[src/hw/dma_params.svh]
//----------------------------------------
// Channel count, command register fields and reset
// values, shared by the DMA request and priority logic
//----------------------------------------
`ifndef DMA_PARAMS_SVH
`define DMA_PARAMS_SVH

`define DMA_CHANNELS 4

// command register bit positions
`define DMA_CMD_DISABLE 2
`define DMA_CMD_ROTATE 4
`define DMA_CMD_DREQ_LOW 6
`define DMA_CMD_DACK_LOW 7

// set/clear bit in request and single mask writes
`define DMA_WR_SET_BIT 2

`define DMA_CMD_RESET 8'h00
`define DMA_MASK_RESET {`DMA_CHANNELS{1'b1}}
`define DMA_REQ_RESET {`DMA_CHANNELS{1'b0}}

`endif

[src/hw/dma_pkg.sv]
//----------------------------------------
// Types shared by the DMA request and priority section.
// Imported by the stages, the register file and the top
//----------------------------------------
`include "dma_params.svh"

package dma_pkg;

	// one bit per channel
	typedef logic [`DMA_CHANNELS-1:0] chanVecT;

	// channel number
	typedef logic [$clog2(`DMA_CHANNELS)-1:0] chanIdT;

	// host register select
	typedef enum logic [1:0] {
		REG_COMMAND     = 2'd0,
		REG_REQUEST     = 2'd1,
		REG_SINGLE_MASK = 2'd2,
		REG_ALL_MASK    = 2'd3
	} regSelE;

	// bus hold and acknowledge sequence
	typedef enum logic [1:0] {
		ACK_IDLE     = 2'd0,
		ACK_HOLD_REQ = 2'd1,
		ACK_SERVICE  = 2'd2
	} ackStateE;

endpackage

[src/hw/DmaStageIf.sv]
//----------------------------------------
// Links between request, priority and acknowledge stages.
// One instance in the top, one modport per consumer
//----------------------------------------
`timescale 1ns/1ps

interface DmaStageIf import dma_pkg::*; ();

	// conditioned requests
	chanVecT validReq;

	// one-cycle grant pulse
	logic grantValid;
	chanIdT grantCh;

	// service status
	logic ackBusy;
	logic doneValid;
	chanIdT doneCh;

	modport REQ (
		output validReq
	);

	modport PRIO (
		input validReq, ackBusy, doneValid,
		output grantValid, grantCh
	);

	modport ACK (
		input grantValid, grantCh,
		output ackBusy, doneValid, doneCh
	);

	modport REGS (
		input doneValid, doneCh
	);

endinterface

[src/hw/DmaRegFile.sv]
//----------------------------------------
// Host writable command, mask and request registers.
// Software request of a channel drops when its service ends
//----------------------------------------
`timescale 1ns/1ps

`include "dma_params.svh"

module DmaRegFile import dma_pkg::*; (
	input logic dma_if,
	input logic rst,
	input logic wr,
	input regSelE regSel,
	input logic [7:0] wrData,
	output logic [7:0] commandReg,
	output chanVecT maskReg,
	output chanVecT requestReg,
	DmaStageIf.REGS sif
);

	chanIdT wrCh;
	logic wrSet;

	// channel and set/clear fields of single bit writes
	assign wrCh = chanIdT'(wrData);
	assign wrSet = wrData[`DMA_WR_SET_BIT];

	//----------------------------------------
	// command register
	//----------------------------------------
	always_ff @(posedge dma_if) begin
		if (rst) begin
			commandReg <= `DMA_CMD_RESET;
		end else if (wr && regSel == REG_COMMAND) begin
			commandReg <= wrData;
		end
	end

	//----------------------------------------
	// mask register
	//----------------------------------------
	always_ff @(posedge dma_if) begin
		if (rst) begin
			maskReg <= `DMA_MASK_RESET;
		end else if (wr) begin
			case (regSel)
				REG_SINGLE_MASK: maskReg[wrCh] <= wrSet;
				REG_ALL_MASK: maskReg <= wrData[`DMA_CHANNELS-1:0];
				default: maskReg <= maskReg;
			endcase
		end
	end

	//----------------------------------------
	// software request register
	//----------------------------------------
	always_ff @(posedge dma_if) begin
		if (rst) begin
			requestReg <= `DMA_REQ_RESET;
		end else begin
			// end of service clears the served channel
			if (sif.doneValid) begin
				requestReg[sif.doneCh] <= 1'b0;
			end
			// a host write in the same cycle wins
			if (wr && regSel == REG_REQUEST) begin
				requestReg[wrCh] <= wrSet;
			end
		end
	end

endmodule

[src/hw/DmaRequestStage.sv]
//----------------------------------------
// Request conditioning: DREQ polarity, software requests
// and channel masks, registered once toward the arbiter
//----------------------------------------
`timescale 1ns/1ps

module DmaRequestStage import dma_pkg::*; (
	input logic dma_if,
	input logic rst,
	input chanVecT dreq,
	input logic dreqLow,
	input chanVecT maskReg,
	input chanVecT requestReg,
	DmaStageIf.REQ sif
);

	chanVecT dreqActive;
	chanVecT reqMerged;
	chanVecT reqNext;

	// active high view of the DREQ pins
	always_comb begin
		if (dreqLow) begin
			dreqActive = ~dreq;
		end else begin
			dreqActive = dreq;
		end
	end

	// hardware or software request, then the mask
	always_comb begin
		reqMerged = dreqActive | requestReg;
		reqNext = reqMerged & ~maskReg;
	end

	//----------------------------------------
	// stage register
	//----------------------------------------
	always_ff @(posedge dma_if) begin
		if (rst) begin
			sif.validReq <= '0;
		end else begin
			sif.validReq <= reqNext;
		end
	end

endmodule

[src/hw/DmaPriority.sv]
//----------------------------------------
// Fixed or rotating priority arbiter with rotation pointer.
// Issues a one-cycle grant while the acknowledge stage is free
//----------------------------------------
`timescale 1ns/1ps

`include "dma_params.svh"

module DmaPriority import dma_pkg::*; (
	input logic dma_if,
	input logic rst,
	input logic rotate,
	input logic dmaDisable,
	DmaStageIf.PRIO sif
);

	chanIdT rotPtr;
	chanIdT searchBase;
	chanIdT winCh;
	logic winFound;
	logic doneHold;
	logic canGrant;

	// fixed mode always starts at channel 0
	assign searchBase = rotate ? rotPtr : '0;

	//----------------------------------------
	// search upward from the base, wrapping
	//----------------------------------------
	always_comb begin
		chanIdT idx;
		winFound = 1'b0;
		winCh = searchBase;
		for (int i = 0; i < `DMA_CHANNELS; i++) begin
			idx = chanIdT'(searchBase + i);
			if (!winFound && sif.validReq[idx]) begin
				winFound = 1'b1;
				winCh = idx;
			end
		end
	end

	// requests stay stale for two cycles after a service ends,
	// until the cleared software bit passes the request stage
	always_ff @(posedge dma_if) begin
		if (rst) begin
			doneHold <= 1'b0;
		end else begin
			doneHold <= sif.doneValid;
		end
	end

	// one grant at a time, never into a busy acknowledge stage
	assign canGrant = winFound && !dmaDisable && !sif.ackBusy && !sif.grantValid
		&& !sif.doneValid && !doneHold;

	//----------------------------------------
	// grant pulse and rotation pointer
	//----------------------------------------
	always_ff @(posedge dma_if) begin
		if (rst) begin
			sif.grantValid <= 1'b0;
			rotPtr <= '0;
		end else begin
			sif.grantValid <= canGrant;
			if (canGrant) begin
				// granted channel drops to lowest priority
				rotPtr <= winCh + 1'b1;
			end
		end
	end

	// payload, qualified by grantValid
	always_ff @(posedge dma_if) begin
		if (canGrant) begin
			sif.grantCh <= winCh;
		end
	end

endmodule

[src/hw/DmaAckStage.sv]
//----------------------------------------
// Bus hold sequence: HRQ, wait for HLDA, drive DACK
// with programmable polarity until EOP ends the service
//----------------------------------------
`timescale 1ns/1ps

module DmaAckStage import dma_pkg::*; (
	input logic dma_if,
	input logic rst,
	input logic dackLow,
	input logic hlda,
	input logic eop,
	output logic hrq,
	output chanVecT dack,
	DmaStageIf.ACK sif
);

	ackStateE state;
	chanIdT heldCh;
	chanVecT dackAct;

	//----------------------------------------
	// FSM
	//----------------------------------------
	always_ff @(posedge dma_if) begin
		if (rst) begin
			state <= ACK_IDLE;
			dackAct <= '0;
			sif.doneValid <= 1'b0;
		end else begin
			sif.doneValid <= 1'b0;
			case (state)
				ACK_IDLE: begin
					if (sif.grantValid) begin
						state <= ACK_HOLD_REQ;
					end
				end
				ACK_HOLD_REQ: begin
					// bus granted by the CPU
					if (hlda) begin
						state <= ACK_SERVICE;
						dackAct <= chanVecT'(1) << heldCh;
					end
				end
				ACK_SERVICE: begin
					if (eop) begin
						state <= ACK_IDLE;
						dackAct <= '0;
						sif.doneValid <= 1'b1;
					end
				end
				default: begin
					state <= ACK_IDLE;
					dackAct <= '0;
				end
			endcase
		end
	end

	// channel under service, loaded with the grant
	always_ff @(posedge dma_if) begin
		if (state == ACK_IDLE && sif.grantValid) begin
			heldCh <= sif.grantCh;
		end
	end

	assign hrq = (state != ACK_IDLE);
	assign sif.ackBusy = (state != ACK_IDLE);
	assign sif.doneCh = heldCh;

	// inactive channels follow the programmed idle level
	assign dack = dackLow ? ~dackAct : dackAct;

endmodule

[src/hw/DmaTop.sv]
//----------------------------------------
// DMA request and priority section, four channels.
// Host register writes, DREQ in, HRQ/HLDA and DACK out
//----------------------------------------
`timescale 1ns/1ps

`include "dma_params.svh"

module DmaTop import dma_pkg::*; (
	input logic dma_if,
	input logic rst,
	input chanVecT dreq,
	input logic hlda,
	input logic eop,
	input logic wr,
	input regSelE regSel,
	input logic [7:0] wrData,
	output logic hrq,
	output chanVecT dack
);

	logic [7:0] commandReg;
	chanVecT maskReg;
	chanVecT requestReg;
	logic dreqLow;
	logic rotate;
	logic dmaDisable;
	logic dackLow;

	// command register fields
	assign dreqLow = commandReg[`DMA_CMD_DREQ_LOW];
	assign rotate = commandReg[`DMA_CMD_ROTATE];
	assign dmaDisable = commandReg[`DMA_CMD_DISABLE];
	assign dackLow = commandReg[`DMA_CMD_DACK_LOW];

	DmaStageIf stageIf ();

	DmaRegFile regFile (
		.dma_if(dma_if), .rst(rst), .wr(wr), .regSel(regSel), .wrData(wrData),
		.commandReg(commandReg), .maskReg(maskReg), .requestReg(requestReg),
		.sif(stageIf)
	);

	DmaRequestStage reqStage (
		.dma_if(dma_if), .rst(rst), .dreq(dreq), .dreqLow(dreqLow),
		.maskReg(maskReg), .requestReg(requestReg), .sif(stageIf)
	);

	DmaPriority prio (
		.dma_if(dma_if), .rst(rst), .rotate(rotate), .dmaDisable(dmaDisable),
		.sif(stageIf)
	);

	DmaAckStage ackStage (
		.dma_if(dma_if), .rst(rst), .dackLow(dackLow), .hlda(hlda), .eop(eop),
		.hrq(hrq), .dack(dack), .sif(stageIf)
	);

endmodule

[config.mk]
export PLATFORM = sky130hd
export DESIGN_NAME = DmaTop
export DESIGN_NICKNAME = d
export VERILOG_FILES = /design/src/hw/dma_pkg.sv /design/src/hw/DmaStageIf.sv /design/src/hw/DmaRegFile.sv /design/src/hw/DmaRequestStage.sv /design/src/hw/DmaPriority.sv /design/src/hw/DmaAckStage.sv /design/src/hw/DmaTop.sv
export VERILOG_INCLUDE_DIRS = /design/src /design/src/hw
export SDC_FILE = /design/constraint.sdc
export NUM_CORES = 1
export LEC_CHECK = 0
export ABC_AREA = 1
export BUFFER_PORTS_ARGS = -buffer_cell sky130_fd_sc_hd__clkbuf_2
export CORE_UTILIZATION = 30
export CTS_CLUSTER_DIAMETER = 60
export CTS_CLUSTER_SIZE = 10
export DETAILED_ROUTE_END_ITERATION = 8
export SLEW_MARGIN = 20
export SYNTH_ARGS = -nofsm -noshare
export SYNTH_HDL_FRONTEND = slang
export SYNTH_SLANG_ARGS = --single-unit
[constraint.sdc]
create_clock -name dma_if -period 4.3 [get_ports dma_if]
set_input_delay 0.43 -clock dma_if [delete_from_list [all_inputs] [get_ports dma_if]]
set_output_delay 0.43 -clock dma_if [all_outputs]
set_load 0.01 [all_outputs]
---- Word level (Yosys, flattened, before mapping) ----
Index checks and enable logic that the tools add are counted.
word-level totals
  register bits ........................... 35
  input bits .............................. 19
cells by class
  $add $sub $neg .......................... 4
  order comparisons ....................... 8
  eq/ne operators ......................... 8
  shift operators ......................... 1
  multiplexer cells ....................... 36
  bitwise logic cells ..................... 9
  reductions and logical operators ........ 29
operator list
  operator             number
  $mux 4               7
  $lt 2x3->1 const B   6
  $not 4->4            4
  $mux 2               7
  $logic_and 1x1->1    13
  $pmux 4 s3           1
  $mux 1               11
  $and 4x4->4          2
  $bmux 1 s2           4
  $bwmux 4             2
  $logic_not 1->1      8
  $pmux 4 s2           1
  $eq 2x2->1 const B   3
  $ne 2x2->1 const B   3
  $pmux 2 s3           1
  $reduce_and 3->1     2
  $add 2x1->2 const B  2
  $add 2x2->2 const B  2
  $demux 1 s2          2
  $eq 2x1->1 const B   2
  $ge 2x1->1 const B   2
  $logic_not 2->1      2
  $or 4x4->4           1
  $reduce_bool 2->1    2
  other kinds (4)      5

---- Longest topological paths before layout ----
  depth after elaboration ................. 18
  gate-level depth with buffers ........... 16

---- Cells and area by module ----
From an unflattened synthesis, not the netlist that was laid out.
second synthesis, totals
  cell total of the unflattened synthesis .. 326
  area, all modules ....................... 2045.7 um^2
by module, submodules not included
  module           instances  cells an instance  area each (um^2)  seq. area each (um^2)
  DmaRegFile       1          120                764.5             320.3
  DmaPriority      1          108                605.6             140.1
  DmaAckStage      1          61                 466.7             200.2
  DmaRequestStage  1          37                 209.0             80.1

---- Worst setup path after synthesis ----
Ideal clock, no wire load.
  path kind ............................... register -> register
  from .................................... register regFile.commandReg[4]
  to ...................................... register prio.rotPtr[1]
  arrival time ............................ 1.384 ns
  required time ........................... 4.191 ns
  path slack .............................. 2.808 ns
  cell stages (with the launch flop) ...... 15
  buffers on the path ..................... 1
  cell sequence ........................... dfxtp_1 -> nand2_2 -> buf_6 -> nand2_1 -> nand2_2 -> nand2_2 -> nand2_2 -> nor2_2 -> nand3_1 -> nand2_2 -> a21oi_1 -> nand2_1 -> nand3_1 -> nand2_1 -> inv_1
between the ends
  word-level cells in the longest chain between the ends .. 18
  elaborated cells between the ends (all ways) .. 31
  those cells by class .................... add/sub (4); mux (16); reduce/logical (11)
ends and longest elaborated chain
  item                                                  line               RTL
  start: declaration                                    DmaRegFile.sv:15   output logic [7:0] commandReg,
  start signal: assignment                              DmaRegFile.sv:33   commandReg <= `DMA_CMD_RESET;
  start signal: assignment                              DmaRegFile.sv:35   commandReg <= wrData;
  $mux 2 (*)                                            DmaPriority.sv:25  assign searchBase = rotate ? rotPtr : '0;
  branches (longest 17 deep; another with $add 2x1->2)  -
  end signal: assignment                                DmaPriority.sv:68  rotPtr <= winCh + 1'b1;
  end: declaration                                      DmaPriority.sv:17  chanIdT rotPtr;
Mark *: on every way between the ends. The select of a mux whose other input is x is not followed.
A chain may end at the register's enable or synchronous reset.

---- Worst setup path in the final report ----
Same ends and word-level chain as after synthesis.

==> impl_metrics.csv <==
group,metric,value,unit
outcome,status,"complete, no violations",
worst_setup_path,regToRegSetupSlack,2220,ps
hold_path,hold_class,"primary input to flip-flop",
global_route,grt_pass1_wl,6210,um
detailed_routing,drt_iter0_markers,95,
placement,portBuffers,22,
detailed_routing,num_vias,1587,
yosys,synthesis.area,1790,um^2
clock_tree,cts_tree,"yes",
timing,hold_viol,0,
placement,place.detailed.hpwl,2760,um
timing,period_share,0.484,
clock_tree,numClockSinks,31,
global_route,antenna_found_initial,0,
final_layout,mostFrequentLayoutCells,"nand2_1 (53), inv_1 (38), nand3_1 (27), dfxtp_1 (27), nor2_1 (23)",
power_and_ir_drop,peakVddDrop,0.150,mV
global_route,grt.total_usage,0.128,
worst_setup_path,cp.arrival,2270,ps
detailed_routing,ant_nets,0,
timing,hold_slack,379,ps
detailed_routing,drt-pass1-iter-count,4,
clock_tree,ctsResizeCount,0,
timing,finalSetupTns,0,ps
worst_setup_path,regToRegEndpoint,"prio.rotPtr[1]",
final_layout,diodes,0,
worst_setup_path,r2r_start,"regFile.commandReg[4]",
timing,fin_skew,9.07,ps
global_route,grt_pass1_vias,1381,
die,io_pins,24,
yosys,syn_area_per_cell,7.02,um^2
die,die_area,6280,um^2
worst_setup_path,end_kind,"flip-flop",
timing,fin_ws,2220,ps
clock_tree,cts_root_buffer,"clkbuf_8",
die,start_util,0.317,
timing,fmax,0.481,GHz
clock_tree,insertion_delay,280,ps
detailed_routing,wl,3640,um
yosys,yosysUniqueCellTypes,26,
timing,period_minus_slack,2080,ps
global_route,overflow,0,
final_layout,drive_gt1_frac,0.194,
worst_setup_path,endpoint,"prio.rotPtr[1]",
worst_setup_path,crit_type,"flip-flop to flip-flop",
detailed_routing,drc,0,
timing,rsz0062_at_grt,"false",
job,drv_cap,0,
final_layout,layout.cells.non_filler,350,
global_route,grt_start_max_net_pins,17,
clock_tree,holdBufCountCts,0,
clock_tree,cts.clk_slew.worst_paths,70,ps
yosys,ys_seq_elements,31,
clock_tree,cts_buffers,5,
timing,slew_headroom,0.586,
worst_setup_path,path_max_fanout,14,
detailed_routing,wl_per_cell,10.4,um
timing,report.final.slew_viol_count,0,
clock_tree,cts_buffer_depth,2,
final_layout,stdcell_area,2030,um^2
placement,dpl_cell_area,1940,um^2
final_layout,postLayoutCoreUtil,0.360,
timing,setup_violations,0,
placement,placed_cells,342,
die,die_height,79.2,um
die,die_w,79.2,um
clock_tree,cts_setup_buffers,0,
yosys,yosysWarnings,0,
detailed_routing,viasPerCell,4.53,
power_and_ir_drop,power.leakage,0.991,nW
clock_tree,htreeDepth,2,
die,coreArea,5640,um^2
yosys,synth_cells,255,
placement,routabilityCongestion,0.792,
worst_setup_path,startpoint,"regFile.commandReg[4]",
worst_setup_path,cp-start-kind,"flip-flop",
timing,worst_pin_slew,617,ps
yosys,syn-num-nets,274,
final_layout,final_common_cell,"nand2_1",
power_and_ir_drop,p_total,627,uW
final_layout,syn_to_final_growth,13.6,%
worst_setup_path,rr_worst_depth,13,
worst_setup_path,cp.required,4490,ps
final_layout,nFillCells,591,
yosys,yosysSeqAreaShare,0.369,
die,row_count,27,
final_layout,layout.nets,296,
power_and_ir_drop,power_density,309,nW/um^2
placement,dp_slack,2200,ps
[cells in the mapped netlist (all sizes together)]
cell type	instances	area, um^2
o22ai	2	12.5
nor3	2	10.0
xor2	8	70.1
o31ai	2	15.0
nor4	1	6.26
o21ai	12	60.1
inv	38	143
dfxtp	27	541
clkbuf	3	11.3
nand2	69	304
o211ai	8	60.1
a211oi	2	15.0
nand3	31	183
nand4	2	25.0
edfxtp	4	120
clkinv	1	5.00
a21oi	13	65.1
nand3b	1	7.51
nor2	25	98.8
buf	4	37.5
[area by class of cell]
| class | instances | area (um^2) | area share |
|---|---|---|---|
| multi-input cells | 178 | 932 | 0.459 |
| flip-flops and latches | 31 | 661 | 0.325 |
| clock inverters | 1 | 5.00 | 0.00246 |
| inverters | 39 | 148 | 0.0727 |
| repair buffers | 22 | 110 | 0.0542 |
| well taps | 72 | 90.1 | 0.0443 |
| clock buffers | 7 | 86.3 | 0.0425 |
[worst max-delay path: stages (launching register included)]
cell	delay (ps)
dfxtp_1	670
nand2_2	290
nand2_1	150
nand2_2	80
nand2_1	70
nand2_2	80
nor2_2	120
nand3_1	100
nand2_2	130
a21oi_1	50
nand2_1	60
nand3_1	80
nand2_1	60
inv_1	40
[state kept, by name (all words and copies together), names as in the netlist, 2 cells and up]
| name | cells |
|---|---|
| regFile.requestReg | 4 |
| regFile.commandReg | 4 |
| prio.sif.grantCh | 2 |
| ackStage.state | 2 |
| regFile.maskReg | 4 |
| prio.rotPtr | 2 |
| reqStage.sif.validReq | 4 |
| ackStage.sif.doneCh | 2 |
| ackStage.dackAct | 4 |
[report_power, final]
part | internal [mW] | total (mW) | switching [mW]
Sequential | 0.305 | 0.317 | 0.0125
Combinational | 0.0276 | 0.0748 | 0.0472
Clock | 0.129 | 0.235 | 0.106
Total | 0.461 | 0.627 | 0.166
[metal layers]
layer  track usage  part of all wire
met4        0.0491             0.014
met1         0.162              0.49
met3        0.0310             0.031
met2         0.209              0.46
met5             0                 0
[kinds of logic (layout without fill, tap and decap cells)]
logic type / count (synthesis) / count (layout) / synth area share
and+or+nand+nor: 131 / 131 / 0.355
AOI/OAI and AO/OA: 39 / 39 / 0.127
buffers and inverters: 46 / 69 / 0.110
DFF: 31 / 31 / 0.369
xor gates and xnor gates: 8 / 8 / 0.0392
[worst min-delay path by stage]
stage / from / to / depth (start not counted)
6_report: wrData[4] / regFile.commandReg[4] / 3
5_1_grt: eop / ackStage.sif.doneValid / 3
4_1_cts: eop / ackStage.sif.doneValid / 3
3_5_place_dp: prio.sif.grantCh[0] / ackStage.sif.doneCh[0] / 0
3_3_place_gp: prio.sif.grantCh[0] / ackStage.sif.doneCh[0] / 0
2_1_floorplan: prio.sif.grantCh[0] / ackStage.sif.doneCh[0] / 0
No activity file was read; power rests on OpenSTA's default activity.
